$ cat src/hdl/icache_pkg.sv
//////////////////////////////////////////////////
// Geometry, address views and FSM state for the
// instruction cache; imported by every cache block
//////////////////////////////////////////////////

package icache_pkg;

  // Fetch address and instruction
  localparam int ADDR_W     = 32;
  localparam int WORD_W     = 32;

  // Cache geometry
  localparam int WAYS       = 4;
  localparam int SETS       = 16;
  localparam int LINE_W     = 128;
  localparam int FILL_W     = 64;
  localparam int FILL_BEATS = 2;
  localparam int INDEX_W    = 4;
  localparam int WAY_W      = 2;
  localparam int LRU_W      = WAYS - 1;

  // Address field widths
  localparam int OFFSET_W   = 4;
  localparam int WORD_SEL_W = 2;
  localparam int BYTE_SEL_W = 2;
  localparam int LINE_NUM_W = ADDR_W - OFFSET_W;
  localparam int TAG_W      = ADDR_W - INDEX_W - OFFSET_W;

  //////////////////////////////////////////////////
  // Address views
  //////////////////////////////////////////////////

  // Lookup view drives the memories and the tag compare
  typedef struct packed {
    logic [TAG_W-1:0]      tag;
    logic [INDEX_W-1:0]    index;
    logic [WORD_SEL_W-1:0] word;
    logic [BYTE_SEL_W-1:0] byte_sel;
  } icache_lookup_s;

  // Line view forms the engine request
  typedef struct packed {
    logic [LINE_NUM_W-1:0] line_num;
    logic [OFFSET_W-1:0]   offset;
  } icache_line_s;

  typedef union packed {
    icache_lookup_s lookup;
    icache_line_s   line;
  } icache_addr_u;

  // Miss handling states
  typedef enum logic [1:0] {
    st_ready,
    st_miss,
    st_recover
  } icache_state_e;

endpackage

$ cat src/hdl/icache_tag_array.sv
//////////////////////////////////////////////////
// Tag and valid storage for all ways; read one
// cycle ahead of the compare against the TL tag
//////////////////////////////////////////////////

`timescale 1ns/1ps

module icache_tag_array
  import icache_pkg::*;
(
  input  logic               clk_i,
  input  logic               reset_i,
  input  logic               rd_v_i,
  input  logic [INDEX_W-1:0] rd_index_i,
  input  logic [TAG_W-1:0]   tl_tag_i,
  input  logic               wr_v_i,
  input  logic [INDEX_W-1:0] wr_index_i,
  input  logic [WAY_W-1:0]   wr_way_i,
  input  logic [TAG_W-1:0]   wr_tag_i,
  output logic [WAYS-1:0]    hit_o,
  output logic [WAYS-1:0]    way_v_o
);

  logic [TAG_W-1:0] tag_r [SETS][WAYS];
  logic [WAYS-1:0]  valid_r [SETS];

  // Read port output, held between lookups
  logic [TAG_W-1:0] tag_rd_r [WAYS];
  logic [WAYS-1:0]  valid_rd_r;

  //////////////////////////////////////////////////
  // Valid bits
  //////////////////////////////////////////////////

  always_ff @(posedge clk_i)
  begin
    if (reset_i)
    begin
      for (int s = 0; s < SETS; s++)
        valid_r[s] <= '0;
      valid_rd_r <= '0;
    end
    else
    begin
      if (wr_v_i)
        valid_r[wr_index_i][wr_way_i] <= 1'b1;
      if (rd_v_i)
        valid_rd_r <= valid_r[rd_index_i];
    end
  end

  //////////////////////////////////////////////////
  // Tags
  //////////////////////////////////////////////////

  always_ff @(posedge clk_i)
  begin
    if (wr_v_i)
      tag_r[wr_index_i][wr_way_i] <= wr_tag_i;
    if (rd_v_i)
    begin
      for (int w = 0; w < WAYS; w++)
        tag_rd_r[w] <= tag_r[rd_index_i][w];
    end
  end

  // Per-way compare, only valid ways can hit
  always_comb
  begin
    for (int w = 0; w < WAYS; w++)
      hit_o[w] = valid_rd_r[w] & (tag_rd_r[w] == tl_tag_i);
  end

  assign way_v_o = valid_rd_r;

endmodule

$ cat config.mk
export PLATFORM = sky130hd
export DESIGN_NAME = icache_tag_array
export DESIGN_NICKNAME = d
export VERILOG_FILES = /design/src/hdl/icache_pkg.sv /design/src/hdl/icache_tag_array.sv
export SDC_FILE = /design/constraint.sdc
export NUM_CORES = 1
export LEC_CHECK = 0
export BUFFER_PORTS_ARGS = -buffer_cell sky130_fd_sc_hd__clkbuf_2
export CORE_ASPECT_RATIO = 1.25
export CORE_MARGIN = 2
export CORE_UTILIZATION = 56
export CTS_CLUSTER_DIAMETER = 60
export DETAILED_ROUTE_END_ITERATION = 12
export PLACE_DENSITY_LB_ADDON = 0.08
export SETUP_SLACK_MARGIN = 0.4
export SYNTH_ARGS = -nofsm -noshare
export SYNTH_HDL_FRONTEND = slang
export SYNTH_SLANG_ARGS = --single-unit
$ cat constraint.sdc
create_clock -name clk_i -period 2.8 [get_ports clk_i]
set_clock_uncertainty 0.2 [all_clocks]
set_input_delay 0.56 -clock clk_i [delete_from_list [all_inputs] [get_ports clk_i]]
set_output_delay 0.56 -clock clk_i [all_outputs]
set_load 0.02 [all_outputs]
==> out/summary.txt <==
Status -> complete, but fails checks
Violated checks -> setup timing
Placed Instances -> 4,362
Setup WS post-layout -> -0.959 ns
Sequential share of power -> 0.546
Drc violations -> 0
Synth top area cells -> edfxtp_1 76%, mux4_2 17%, dfxtp_1 2.1%
Final Setup Violations -> 4
CTS tree -> built
Vias -> 30,100
Fmax -> 266 MHz
Final hold violations -> 0
Filler cells -> 7,420
Overflow after GRT -> 0
Global-route wire length before repair -> 228,000 um
Sequential share of the synthesized area -> 0.782
Post-DRT Antenna Nets -> 0
Largest net degree at the start of global routing -> 65
Cell taking the most area after synthesis -> edfxtp_1
Share of cells above drive strength 1 -> 0.334
R2r endpoint -> tag_rd_r[3][12]$_DFFE_PP_
PwrDens -> 698 nW/um^2
Dpl hpwl -> 92,500 um
Switching share of power -> 0.206
Die height -> 383 um
Crit. End Element -> output port
CTS max path bufs -> 3
R2R cell count -> 2
Comb power frac -> 0.051
Unrepaired setup endpoints after global routing -> yes
Final min period -> 3.76 ns
CTS Buf Count -> 159
Leak pwr -> 23.5 nW
R2r setup slk -> 0.83 ns
Initial antenna violation count -> 18
Finished Cell Area -> 74,600 um^2
CTS H-tree depth -> 4
Post-synth top area share -> 0.761
Syn_nets -> 2,796
Critical path class -> flop to output port
Initial DRT Pass Iterations -> 6
# rows -> 139
Placed inst area -> 69,400 um^2
Switching pwr -> 10.7 mW
Clk sinks -> 1,700
DIE WIDTH -> 307 um
Worst Path Arrival -> 3.00 ns
Routability Congestion -> 0.816
Final core utilization -> 0.652
Power share of the clock group -> 0.403
Multi-input gate area in the final layout -> 13,900 um^2
Worst endpoint required time -> 2.04 ns
Syn. warnings -> 0
Reg area -> 50,400 um^2
VDD IR max -> 0.527 mV
DR WL/cell -> 35.1 um
Max_cap viols -> 0
Final setup TNS -> -2.56 ns
Relative slew slack -> 0.148
Via density -> 6.46
Hold Path Stages -> 1
Critical Path Source Type -> flop
Area Overhead vs Synth -> 15.9%
Initial Util -> 0.562
Die ar. -> 118,000 um^2
Core area -> 114,000 um^2
Hold Crit Start -> wr_tag_i[8]
Synthesized flop and latch total -> 1,700
Clk pin slew, worst setup/hold paths -> 0.06 ns
Final Slew Violations -> 0
Post-synthesis cell count -> 2,734
Layout Nets -> 3,106
Worst Hold Class -> primary input to flop
Synth cell types -> 29
Skew-Pair Late Insertion Delay -> 0.78 ns
Tightest Pin Transition -> 1.28 ns
Drt total wl -> 164,000 um
Non-Filler Instances -> 4,661
Num ports -> 70
Drt initial violations -> 3,913
Tcrit/Tclk final -> 1.34
Power, Total -> 52.0 mW
Syn avg cell area -> 23.5 um^2
Vias in the first global route -> 30,700
Post-synth design cell area -> 64,400 um^2
Number of port buffers -> 69
Pint -> 41.3 mW
Worst r2r src -> tag_r[12][12]$_DFFE_PP_
Hold EP -> tag_r[1][32]$_DFFE_PP_
CP Max Fanout -> 1
Total track usage -> 0.285
Root Buffer -> clkbuf_16
## cell usage in the layout, fill, tap and decap left out, types with 6 or more instances in the layout
cell       instances
nand3_1           15
clkbuf_2          59
buf_4            101
clkinv_2          27
bufinv_16         11
dfxtp_1           67
a22oi_1            8
nor4_1             7
xor2_1            59
nand4_1           13
buf_12           110
edfxtp_1        1632
nor2_1           130
nand2_1           16
nor2_4            64
mux2i_1           32
xnor2_1           36
clkbuf_1          38
inv_6              6
clkinv_1          40
mux4_2           480
clkbuf_16        167
## timing repair
action	CTS	global route
setup buffers	0	0
pin swaps	16	10
hold buffers	1	0
hold endpoints to repair	8	0
gates resized for setup	20	7
endpoints found under the setup margin	5	5
## sequential cells by signal (all words and copies together), names as in the netlist
name and flops:
tag_r 1536, valid_r 64, way_v_o 4, tag_rd_r 96
## power groups by stage
stage	Sequential [mW]	Clock, mW	Combinational, mW
6_report	28.4	21.0	2.67
5_1_grt	28.4	22.2	2.82
4_1_cts	28.4	21.3	2.68
3_5_place_dp	28.9	0	2.66
3_3_place_gp	28.9	0	2.60
2_1_floorplan	28.8	0	1.40
## worst max-delay path, cell delays in order (launching register included)
cell      delay, ns
edfxtp_1       0.63
xor2_1         0.27
nor4_4         0.31
nand3_2        0.15
nor4_4         0.54
buf_4          0.22
buf_6          0.11
## Yosys cell counts
library cell,count
nand4_1,13
a21oi_1,4
and3b_1,1
xor2_1,60
nor2_1,194
nand3b_1,2
buf_6,7
edfxtp_1,1632
or4_1,1
nand4b_1,4
nand3_1,17
dfxtp_1,68
mux2i_1,32
xnor2_1,36
nor3_1,4
buf_2,18
or4bb_1,2
buf_1,14
buf_4,26
nand2_1,16
mux4_2,480
or4b_2,4
or3b_2,2
a22oi_1,8
nor2b_1,2
and2_1,1
clkbuf_1,66
nor4_1,16
nand4bb_1,4
## how the worst max path moves through the flow
stage | from | end | slack [ns]
after floorplan | wr_v_i | tag_r[15][0]$_DFFE_PP_ | 0.02
after global placement | tl_tag_i[10] | hit_o[2] | -0.96
after detailed placement | tl_tag_i[10] | hit_o[2] | -1.02
after CTS | tag_rd_r[2][1]$_DFFE_PP_ | hit_o[2] | -0.97
after global routing | tag_rd_r[2][1]$_DFFE_PP_ | hit_o[2] | -1.08
final | tag_rd_r[2][10]$_DFFE_PP_ | hit_o[2] | -0.96
## layout make-up
| class | instances | area share |
|---|---|---|
| Clock buffer | 208 | 0.0585 |
| Multi-Input combinational cell | 903 | 0.187 |
| Tap cell | 1480 | 0.0248 |
| Antenna cell | 3 | 0.000101 |
| Clock inverter | 87 | 0.00927 |
| Sequential cell | 1700 | 0.675 |
| Timing Repair Buffer | 280 | 0.0453 |
## per-layer routing
metal	global-route usage	share of wire
met1	0.391	0.38
met2	0.458	0.50
met3	0.0662	0.089
met4	0.0971	0.031
met5	0	0.00057
## per-stage QoR
stage	hold WS [ns]	setup slack, ns
6_report	0.0695	-0.959
5_1_grt	0.0373	-1.08
4_1_cts	0.0256	-0.971
3_5_place_dp	0.260	-1.02
3_3_place_gp	0.248	-0.961
2_1_floorplan	0.240	0.0175
## cells by family (layout without fill, tap and decap cells)
| kind of cell | count (synthesis) | count (layout) | synth area share |
|---|---|---|---|
| AO/OA/AOI/OAI | 12 | 12 | 0.00124 |
| XOR/XNOR | 96 | 96 | 0.0131 |
| buffers and inverters | 131 | 575 | 0.0103 |
| flip-flops | 1700 | 1700 | 0.782 |
| multiplexers | 512 | 512 | 0.173 |
| other | 0 | 3 | 0 |
| AND/OR/NAND/NOR | 283 | 283 | 0.0200 |
Note: power is estimated with default switching activity, not from simulation.
