--- config.mk ---
export PLATFORM = sky130hd
export DESIGN_NAME = icache_lru
export DESIGN_NICKNAME = d
export VERILOG_FILES = /design/src/hdl/icache_pkg.sv /design/src/hdl/icache_lru.sv
export SDC_FILE = /design/constraint.sdc
export NUM_CORES = 1
export LEC_CHECK = 0
export BUFFER_PORTS_ARGS = -buffer_cell sky130_fd_sc_hd__buf_4
export CORE_UTILIZATION = 35
export CTS_CLUSTER_DIAMETER = 150
export DETAILED_ROUTE_END_ITERATION = 8
export PLACE_DENSITY = 0.65
export REMOVE_ABC_BUFFERS = 1
export SYNTH_ARGS = -nofsm -noshare
export SYNTH_HDL_FRONTEND = slang
export SYNTH_SLANG_ARGS = --single-unit
--- constraint.sdc ---
create_clock -name clk_i -period 1.8 [get_ports clk_i]
set_input_delay 0.18 -clock clk_i [delete_from_list [all_inputs] [get_ports clk_i]]
set_output_delay 0.18 -clock clk_i [all_outputs]
set_load 0.05 [all_outputs]
--- src/hdl/icache_pkg.sv ---
//////////////////////////////////////////////////
// Geometry, address views and FSM state for the
// instruction cache; imported by every cache block
//////////////////////////////////////////////////

package icache_pkg;

  // Fetch address and instruction
  localparam int ADDR_W     = 32;
  localparam int WORD_W     = 32;

  // Cache geometry
  localparam int WAYS       = 4;
  localparam int SETS       = 16;
  localparam int LINE_W     = 128;
  localparam int FILL_W     = 64;
  localparam int FILL_BEATS = 2;
  localparam int INDEX_W    = 4;
  localparam int WAY_W      = 2;
  localparam int LRU_W      = WAYS - 1;

  // Address field widths
  localparam int OFFSET_W   = 4;
  localparam int WORD_SEL_W = 2;
  localparam int BYTE_SEL_W = 2;
  localparam int LINE_NUM_W = ADDR_W - OFFSET_W;
  localparam int TAG_W      = ADDR_W - INDEX_W - OFFSET_W;

  //////////////////////////////////////////////////
  // Address views
  //////////////////////////////////////////////////

  // Lookup view drives the memories and the tag compare
  typedef struct packed {
    logic [TAG_W-1:0]      tag;
    logic [INDEX_W-1:0]    index;
    logic [WORD_SEL_W-1:0] word;
    logic [BYTE_SEL_W-1:0] byte_sel;
  } icache_lookup_s;

  // Line view forms the engine request
  typedef struct packed {
    logic [LINE_NUM_W-1:0] line_num;
    logic [OFFSET_W-1:0]   offset;
  } icache_line_s;

  typedef union packed {
    icache_lookup_s lookup;
    icache_line_s   line;
  } icache_addr_u;

  // Miss handling states
  typedef enum logic [1:0] {
    st_ready,
    st_miss,
    st_recover
  } icache_state_e;

endpackage

--- src/hdl/icache_lru.sv ---
//////////////////////////////////////////////////
// Tree pseudo-LRU per set; updated on each use and
// consulted once per miss to pick the victim way
//////////////////////////////////////////////////

`timescale 1ns/1ps

module icache_lru
  import icache_pkg::*;
(
  input  logic               clk_i,
  input  logic               reset_i,
  input  logic [INDEX_W-1:0] tv_index_i,
  input  logic [WAYS-1:0]    way_v_i,
  input  logic               use_v_i,
  input  logic [WAY_W-1:0]   use_way_i,
  input  logic               req_fire_i,
  output logic [WAY_W-1:0]   victim_o
);

  // Bit 0 is the root, bit 1 covers ways 0-1, bit 2 covers ways 2-3
  logic [LRU_W-1:0] lru_r [SETS];
  logic [LRU_W-1:0] lru_set;
  logic [WAY_W-1:0] tree_way;
  logic [WAY_W-1:0] inv_way;
  logic             inv_found;
  logic [WAY_W-1:0] victim_r;

  assign lru_set = lru_r[tv_index_i];

  // Tree bits mark the recent side, the victim is on the other one
  assign tree_way[1] = ~lru_set[0];
  assign tree_way[0] = tree_way[1] ? ~lru_set[2] : ~lru_set[1];

  // Lowest invalid way
  always_comb
  begin
    inv_found = 1'b0;
    inv_way   = '0;
    for (int w = WAYS - 1; w >= 0; w--)
    begin
      if (!way_v_i[w])
      begin
        inv_found = 1'b1;
        inv_way   = WAY_W'(w);
      end
    end
  end

  always_ff @(posedge clk_i)
  begin
    if (reset_i)
    begin
      for (int s = 0; s < SETS; s++)
        lru_r[s] <= '0;
    end
    else if (use_v_i)
    begin
      lru_r[tv_index_i][0] <= use_way_i[1];
      if (use_way_i[1])
        lru_r[tv_index_i][2] <= use_way_i[0];
      else
        lru_r[tv_index_i][1] <= use_way_i[0];
    end
  end

  // Victim is fixed at request time and held through the fill
  always_ff @(posedge clk_i)
  begin
    if (req_fire_i)
      victim_r <= inv_found ? inv_way : tree_way;
  end

  assign victim_o = victim_r;

endmodule

==> results of run 1 <==
sequential cells by signal, indices dropped and copies added, names as in the netlist:
signal	flops
victim_o	2
lru_r	48
Yosys cell counts (all sizes together):
master and number:
mux2 1, nor3b 1, nand3 10, clkbuf 14, and3 16, a31oi 2, nor2b 6, o21bai 16
or2 16, and2 18, edfxtp 50, nand2b 17, buf 4, nand3b 1, nor3 2, nand2 17
mux4 12, inv 2, o21ai 1, nor2 20, a22oi 3
per-layer routing:
| layer | track usage | routed length [um] | vias up |
|---|---|---|---|
| met5 | 0 | 0 | - |
| met4 | 0.0228 | 21 | 0 |
| met3 | 0.0362 | 236 | 3 |
| met2 | 0.229 | 2660 | 30 |
| met1 | 0.202 | 2650 | 877 |
| li1 | - | - | 873 |
metrics by stage:
step                instances  total power (uW)  TNS, ns  utilization  setup slack (ns)
finish                    350              2450        0        0.425            0.0151
global route              350              2560  -0.0531        0.425           -0.0530
CTS                       350              2480        0        0.425           0.00132
detailed placement        341              1700   -0.116        0.410            -0.116
global placement          341              1690  -0.0870        0.410           -0.0870
floorplan                 211              1540        0            -            0.0781
worst max-delay path: cells and delay by family, from the launching register on:
family / cells / cell delay [ns]
multiplexers: 2 / 0.79
flip-flops: 1 / 0.41
AO/OA/AOI/OAI: 2 / 0.33
AND/OR/NAND/NOR: 1 / 0.11
what timing repair did:
item                                    4_1_cts  5_1_grt
resized for setup                             1        0
endpoints found under the setup margin        1        2
setup buffers                                 1        0
pin swaps                                     3        0
gates cloned                                  0        0
cell usage in the layout, fill, tap and decap left out, drive strengths merged:
cell     n
a31oi    2
o21bai  16
nand3b   1
bufinv   1
buf     32
edfxtp  50
and3    16
nand3   10
or2     16
mux4    12
nand2b  17
a22oi    3
clkbuf   7
inv      2
o21ai    1
mux2     1
and2    18
nor2b    6
nor2    20
nor3     2
nand2   17
nor3b    1
how the worst max path moves through the flow:
stage | from | endpoint | slack [ns] | depth (start not counted)
floorplan | lru_r[1][0] | victim_o[0] | 0.08 | 5
detailed placement | tv_index_i[0] | victim_o[0] | -0.12 | 6
finish | lru_r[1][0] | victim_o[0] | 0.02 | 5
global placement | tv_index_i[0] | victim_o[0] | -0.09 | 6
CTS | lru_r[1][0] | victim_o[0] | 0.001 | 5
global route | lru_r[1][0] | victim_o[0] | -0.05 | 5
cells by family after synthesis:
group | after synthesis | share of synthesized area
compound gates | 22 | 0.0602
mux | 13 | 0.112
flops | 50 | 0.547
simple gates | 124 | 0.246
buf+inv | 20 | 0.0338
power groups by stage:
stage | clock [uW] | combinational [uW] | sequential, uW
3_5_place_dp | 0 | 304 | 1390
3_3_place_gp | 0 | 299 | 1390
4_1_cts | 804 | 309 | 1370
5_1_grt | 858 | 332 | 1370
2_1_floorplan | 0 | 153 | 1390
6_report | 782 | 306 | 1360
area by class of cell:
| cell class | count | area (um^2) |
|---|---|---|
| tap | 99 | 124 |
| inverter | 2 | 7.51 |
| clock buffer | 7 | 76.3 |
| multi-input combinational | 159 | 1140 |
| sequential | 50 | 1500 |
| timing repair buffer | 32 | 265 |
| clock inverter | 1 | 30.0 |
| fill | 706 | 4260 |
==> out/qor.txt, run 1 <==
P per Cell Area: 779 nW/um^2
Synth area leader: edfxtp_1
Vias/cell: 5.09
cell count after synthesis: 229
peak supply drop: 322 uV
Top Ports: 16
Detailed Routing Iterations Pass 1: 4
R2R Setup Slk: 0.02 ns
sequential share of power: 0.556
antenna violations before repair: 0
Placement Cell Area: 3040 um^2
Max Cap Viol: 0
Netlist Area Pre-Place: 2740 um^2
pin count of the biggest net entering global routing: 49
Worst Hold Slack: 0.0828 ns
Crit path largest cell delay: 0.49 ns
# H-tree levels: 2
min Tclk post-route: 1.78 ns
P_int: 1910 uW
Sw Ratio: 0.220
Hold Path Class: in -> reg
number of port buffers: 15
critical path capture point type: register
final hold violations: 0
HP Start: req_fire_i
number of nets in the layout: 264
GP Congestion: 0.779
clk sink count: 50
Die Span X: 90.5 um
status: finished, final reports clean
slew of the pin with the lowest slew margin: 0.420 ns
Comb power frac: 0.125
clock-pin slew on the worst setup and hold paths: 0.09 ns
Layout area overhead: 14.8%
DR WL/cell: 15.9 um
Area contributors post-synth: edfxtp_1 55%, mux4_1 5.7%, mux4_2 4.9%
vias in the first global route: 1724
overall global routing resource usage: 0.144
reg2reg start: lru_r[1][0]
Seq/Total Area, Yosys: 0.547
relative slew slack: 0.719
Required @ worst endpoint: 1.95 ns
Final setup viols: 0
CTS tree: yes
critical path arrival: 1.93 ns
diode count: 0
crit-path cells: mux4_2 > a22oi_2 > nand3_2 > mux2_4 > a31oi_1
DIE AREA: 8190 um^2
initial DRC count: 142
Leak: 0.00119 uW
Yosys reg bits: 50
Syn Area/Cell: 12.0 um^2
FF-to-FF End: victim_o[0]
Max stage delay cell, worst path: mux4_2
hold_buf cts: 0
Reg2Reg Depth: 5
post-route ant nets: 0
Netlist cell types: 25
Std-Cell Rows: 31
Switch Pwr: 539 uW
Finished Cell Area: 3150 um^2
Bufs on Longest Clock Path: 2
via count: 1783
CP startpoint kind: register
Final period util: 0.992
Crit Path Max Fanout: 2
DR DRC count: 0
CORE AREA: 7410 um^2
Clk pwr share: 0.319
worst skew pair latency: 0.30 ns
Initial Util: 0.370
post-synth top area share: 0.547
DIE HEIGHT: 90.5 um
total congestion overflow: 0
CTS root buffer: clkbuf_8
first-pass GRT wire length: 9.00 mm
final wirelength: 5.57 mm
hold depth: 1
final count of pins violating max slew: 0
Setup CP Type: reg -> reg
Ys Warns: 0
skew final: 0.00249 ns
layout cells sized above 1: 0.255
CTS Buf Count: 5
DP Wirelength: 4.01 mm
f_max: 560 MHz
Hold Crit Endpoint: victim_o[1]
RSZ-0062 raised after global routing: true
(Power assumes the default switching activity.)
==> run 2, diff against run 1 <==
--- a/config.mk
+++ b/config.mk
@@ -9,7 +9,8 @@
 export CORE_UTILIZATION = 35
 export CTS_CLUSTER_DIAMETER = 150
 export DETAILED_ROUTE_END_ITERATION = 8
-export PLACE_DENSITY = 0.65
+export GPL_TIMING_DRIVEN = 0
+export PLACE_DENSITY = 0.63
 export REMOVE_ABC_BUFFERS = 1
 export SYNTH_ARGS = -nofsm -noshare
 export SYNTH_HDL_FRONTEND = slang
==> constraint.sdc (replaced) <==
create_clock -name clk_i -period 2.15 [get_ports clk_i]
set_input_delay 0.215 -clock clk_i [delete_from_list [all_inputs] [get_ports clk_i]]
set_output_delay 0.215 -clock clk_i [all_outputs]
set_load 0.05 [all_outputs]
==> run 2 against run 1 <==
Count of clock-buffer cells in the layout decreased by 1. Highest routed layer unchanged. Design area down 5.5%. Non-clock buffer count is 17 lower. Sequential power fell by 16%. Sequential cell count did not move. Wire length down 6.6%. Critical path type unchanged. First-iteration DRC count is 15% lower. Via count shrank 2.9%. Global-route usage decreased by 0.62 points.
==> out/qor.txt, run 2 (synthesized netlist as in run 1, its figures left out) <==
Die Span X: 90.5 um (unchanged)
Top Ports: 16 (unchanged)
final wirelength: 5.20 mm (-6.6%)
Crit path largest cell delay: 0.57 ns (+0.08 ns)
Setup Buffers After CTS: 0 (-1)
DIE HEIGHT: 90.5 um (unchanged)
DP Wirelength: 3.51 mm (-13%)
skew final: 0.00989 ns (+0.00740 ns)
total congestion overflow: 0 (unchanged)
worst skew pair latency: 0.30 ns (about the same)
post-cts sizing count: 0 (-1)
Reg2Reg Depth: 5 (unchanged)
f_max: 525 MHz (-6.3%)
number of flip-flops in the largest register: 48 (unchanged)
Vias/cell: 5.20 (+2.1%)
CORE AREA: 7410 um^2 (unchanged)
crit path buf inv count: 0 (unchanged)
GP Congestion: 0.754 (-3.3%)
number of nets in the layout: 247 (-6.4%)
HP Start: req_fire_i
FF-to-FF End: victim_o[0]
number of port buffers: 15 (unchanged)
met3 usage: 0.0303 (-0.00589)
Setup CP Type: reg -> reg
clk sink count: 50 (unchanged)
GR Util met2: 0.217 (-0.0114)
# H-tree levels: 2 (unchanged)
DR DRC count: 0 (unchanged)
CP startpoint kind: register
DIE AREA: 8190 um^2 (unchanged)
relative slew slack: 0.529 (-0.190)
min Tclk post-route: 1.90 ns (+0.119 ns)
most used routing layer: met2
Detailed Routing Iterations Pass 1: 4 (unchanged)
most flop-heavy register: lru_r
commonest non-fill, non-tap cells in the layout: 50 x edfxtp_1, 20 x nor2_1, 18 x and2_1, 17 x nand2_1, 17 x nand2b_1
Layout area overhead: 8.49%
met1 Use GR: 0.184 (-0.0179)
CTS root buffer: clkbuf_8
antenna violations before repair: 0 (unchanged)
reg2reg start: lru_r[1][0]
first-pass GRT wire length: 8.71 mm (-3.3%)
overall global routing resource usage: 0.138 (-0.00620)
post-route ant nets: 0 (unchanged)
RSZ-0062 raised after global routing: false
Tot Pwr: 1890 uW (-23%)
Hold Crit Endpoint: victim_o[0]
Max Cap Viol: 0 (unchanged)
Worst Hold Slack: 0.117 ns (+0.0343 ns)
crit-path cells: mux4_1 > a22oi_2 > nand3_2 > mux2_4 > a31oi_1
critical path capture point type: register
slew of the pin with the lowest slew margin: 0.705 ns (+0.285 ns)
vias in the first global route: 1757 (+1.9%)
Required @ worst endpoint: 2.30 ns (+0.35 ns)
Max stage delay cell, worst path: mux4_1
CTS Buf Count: 5 (unchanged)
via count: 1732 (-2.9%)
final count of pins violating max slew: 0 (unchanged)
hold_buf cts: 0 (unchanged)
R2R Setup Slk: 0.25 ns (+0.23 ns)
peak supply drop: 254 uV (-21%)
P per Cell Area: 635 nW/um^2 (-19%)
Final period util: 0.886 (-0.106)
critical path's top delay family: multiplexers
Leak: 0.00109 uW (-8.4%)
critical path arrival: 2.06 ns (+0.13 ns)
Std-Cell Rows: 31 (unchanged)
CTS tree: yes
Crit Path Max Fanout: 2 (unchanged)
Bufs on Longest Clock Path: 2 (unchanged)
Final setup viols: 0 (unchanged)
layout cells sized above 1: 0.197 (-0.0584)
DR WL/cell: 15.6 um (-1.8%)
diode count: 0 (unchanged)
Hold Path Class: in -> reg
most common cell after layout, fill and taps aside: edfxtp_1
Initial Util: 0.370 (unchanged)
clock-pin slew on the worst setup and hold paths: 0.09 ns (about the same)
status: finished, final reports clean
pin count of the biggest net entering global routing: 51 (+4.1%)
hold depth: 1 (unchanged)
final hold violations: 0 (unchanged)
initial DRC count: 120 (-15%)
-- run 2: layout make-up --
class                           instances  area (um^2)
Multi-Input combinational cell        159         1150
Clock inverter                          2         8.76
Timing Repair Buffer                   15          113
Sequential cell                        50         1500
Clock buffer                            6         72.6
Fill cell                             700         4430
Tap cell                               99          124
Inverter                                2         7.51
-- run 2: layer usage --
| layer | wire, um | up-vias |
|---|---|---|
| met2 | 2400 | 42 |
| met5 | 0 | - |
| li1 | - | 832 |
| met3 | 256 | 6 |
| met4 | 85 | 0 |
| met1 | 2460 | 852 |
-- run 2: where the power goes --
part,internal (uW),leakage (uW),switching [uW]
combinational,104,0.000571,122
sequential,1120,0.000477,14.1
clock,225,0.0000426,300
total,1450,0.00109,437
-- run 2: worst max-delay path by stage --
| stage | start | cells past startpoint | to | slack [ns] |
|---|---|---|---|---|
| final | lru_r[1][0] | 5 | victim_o[0] | 0.25 |
| after global routing | lru_r[1][0] | 5 | victim_o[0] | 0.19 |
| after CTS | lru_r[1][0] | 5 | victim_o[0] | 0.20 |
| after detailed placement | tv_index_i[0] | 6 | victim_o[0] | -0.03 |
| after global placement | tv_index_i[0] | 6 | victim_o[0] | -0.003 |
| after floorplan | lru_r[1][0] | 5 | victim_o[0] | 0.43 |
-- run 2: through the flow --
step,instances,area [um^2],worst slack [ns],utilization,setup TNS [ns]
6_report,333,2980,0.246,0.402,0
5_1_grt,333,2980,0.190,0.402,0
2_1_floorplan,211,2660,0.428,-,0
4_1_cts,333,2980,0.202,0.402,0
3_3_place_gp,325,2890,-0.00309,0.391,-0.00309
3_5_place_dp,325,2890,-0.0270,0.391,-0.0270
==> run 3, diff against run 2 <==
--- a/config.mk
+++ b/config.mk
@@ -6,11 +6,13 @@
 export NUM_CORES = 1
 export LEC_CHECK = 0
 export BUFFER_PORTS_ARGS = -buffer_cell sky130_fd_sc_hd__buf_4
+export CELL_PAD_IN_SITES_DETAIL_PLACEMENT = 1
+export CELL_PAD_IN_SITES_GLOBAL_PLACEMENT = 2
 export CORE_UTILIZATION = 35
 export CTS_CLUSTER_DIAMETER = 150
 export DETAILED_ROUTE_END_ITERATION = 8
 export GPL_TIMING_DRIVEN = 0
-export PLACE_DENSITY = 0.63
+export PLACE_DENSITY = 0.8
 export REMOVE_ABC_BUFFERS = 1
 export SYNTH_ARGS = -nofsm -noshare
 export SYNTH_HDL_FRONTEND = slang
==> run 3 against run 2 <==
Combinational power increased by 2%. Critical path depth unchanged. Clock skew decreased by 0.0080 ns. Critical path type unchanged. Critical endpoint unchanged. Largest cell class unchanged. Highest routed layer unchanged.
==> out/qor.txt, run 3 (synthesized netlist as in run 1, its figures left out) <==
number of cells on the critical path: 5 (unchanged)
CP startpoint kind: register
Max Cap Viol: 0 (unchanged)
CORE AREA: 7410 um^2 (unchanged)
Leak: 0.00109 uW (unchanged)
first-pass GRT wire length: 9.81 mm (+13%)
via count: 1735 (+0.17%)
DIE HEIGHT: 90.5 um (unchanged)
critical path endpoint: victim_o[0]
CTS Buf Count: 5 (unchanged)
most common cell after layout, fill and taps aside: edfxtp_1
Max stage delay cell, worst path: mux4_1
post-route setup slack: 0.225 ns (-0.0210 ns)
post-route ant nets: 0 (unchanged)
Placement Cell Area: 2890 um^2 (unchanged)
number of nets in the layout: 247 (unchanged)
HP Start: req_fire_i
Reg2Reg Depth: 5 (unchanged)
number of port buffers: 15 (unchanged)
skew final: 0.00192 ns (-0.00797 ns)
FF-to-FF End: victim_o[0]
final wirelength: 5.80 mm (+12%)
Vias/cell: 5.21 (+0.17%)
critical path arrival: 2.08 ns (+0.02 ns)
slew of the pin with the lowest slew margin: 0.719 ns (+0.0141 ns)
status: finished, final reports clean
most flop-heavy register: lru_r
Setup CP Type: reg -> reg
Layout area overhead: 8.49% (unchanged)
relative slew slack: 0.520 (-0.00941)
vias in the first global route: 1870 (+6.4%)
DR WL/cell: 17.4 um (+12%)
DP Wirelength: 3.88 mm (+11%)
Setup Buffers After CTS: 0 (unchanged)
reg2reg start: lru_r[1][0]
DR DRC count: 0 (unchanged)
post-cts sizing count: 0 (unchanged)
Std-Cell Rows: 31 (unchanged)
f_max: 519 MHz (-1.1%)
Hold Path Class: in -> reg
Final period util: 0.895 (+0.00976)
initial DRC count: 113 (-5.8%)
total congestion overflow: 0 (unchanged)
P per Cell Area: 642 nW/um^2 (+1.2%)
pin count of the biggest net entering global routing: 51 (unchanged)
peak supply drop: 198 uV (-22%)
critical path capture point type: register
hold_buf cts: 0 (unchanged)
overall global routing resource usage: 0.156 (+0.0181)
# H-tree levels: 2 (unchanged)
antenna violations before repair: 0 (unchanged)
pre-CTS setup slack: 0.00297 ns (+0.0300 ns)
Die Span X: 90.5 um (unchanged)
Crit Path Max Fanout: 2 (unchanged)
Crit path largest cell delay: 0.53 ns (-0.04 ns)
critical path's top delay family: multiplexers
crit path buf inv count: 0 (unchanged)
Detailed Routing Iterations Pass 1: 4 (unchanged)
Required @ worst endpoint: 2.30 ns (about the same)
hold depth: 1 (unchanged)
Tot Pwr: 1910 uW (+1.2%)
crit-path cells: mux4_1 > a22oi_2 > nand3_2 > mux2_4 > a31oi_1
CTS tree: yes
R2R Setup Slk: 0.22 ns (-0.02 ns)
clock-pin slew on the worst setup and hold paths: 0.09 ns (about the same)
min Tclk post-route: 1.93 ns (+0.0210 ns)
final hold violations: 0 (unchanged)
Final setup viols: 0 (unchanged)
commonest non-fill, non-tap cells in the layout: 50 x edfxtp_1, 20 x nor2_1, 18 x and2_1, 17 x nand2_1, 17 x nand2b_1
worst skew pair latency: 0.30 ns (about the same)
diode count: 0 (unchanged)
Top Ports: 16 (unchanged)
RSZ-0062 raised after global routing: false
Bufs on Longest Clock Path: 2 (unchanged)
CTS root buffer: clkbuf_8
clk sink count: 50 (unchanged)
DIE AREA: 8190 um^2 (unchanged)
Critical Path Start: lru_r[1][0]
final count of pins violating max slew: 0 (unchanged)
Initial Util: 0.370 (unchanged)
Finished Cell Area: 2980 um^2 (unchanged)
layout cells sized above 1: 0.197 (unchanged)
number of flip-flops in the largest register: 48 (unchanged)
GP Congestion: 0.704 (-6.6%)
==> run 3: area by class of cell <==
cell class / instances / area (um^2)
Sequential cell: 50 / 1500
Clock buffer: 6 / 72.6
Clock inverter: 2 / 8.76
Fill cell: 808 / 4430
Multi-Input combinational cell: 159 / 1150
Timing Repair Buffer: 15 / 113
Tap cell: 99 / 124
Inverter: 2 / 7.51
==> run 3: where the power goes <==
group	internal [uW]	total, uW	switching (uW)
registers	1120	1140	15.1
logic	104	230	126
clock network	225	543	318
==> run 3: worst min-delay path by stage <==
stage	end
global route	victim_o[1]
CTS	victim_o[0]
global placement	victim_o[1]
finish	victim_o[1]
detailed placement	victim_o[0]
floorplan	victim_o[0]
==> run 3: worst reg2reg max path, stage by stage (launching register included) <==
cell	delay [ns]
edfxtp_1	0.39
mux4_1	0.53
a22oi_2	0.24
nand3_2	0.13
mux2_4	0.32
a31oi_1	0.17
==> run 3: layer usage <==
| layer | GRT usage | vias to the layer above | part of all wire |
|---|---|---|---|
| met5 | 0 | - | 0 |
| li1 | - | 834 | - |
| met2 | 0.258 | 27 | 0.49 |
| met1 | 0.208 | 868 | 0.47 |
| met4 | 0.0497 | 0 | 0.013 |
| met3 | 0.0253 | 6 | 0.025 |
==> run 3: through the flow <==
step	hold slack, ns	setup TNS (ns)	instances	util
5_1_grt	0.0981	0	333	0.402
3_3_place_gp	0.423	-0.0106	325	0.391
4_1_cts	0.109	0	333	0.402
2_1_floorplan	0.327	0	211	-
3_5_place_dp	0.428	0	325	0.391
6_report	0.115	0	333	0.402
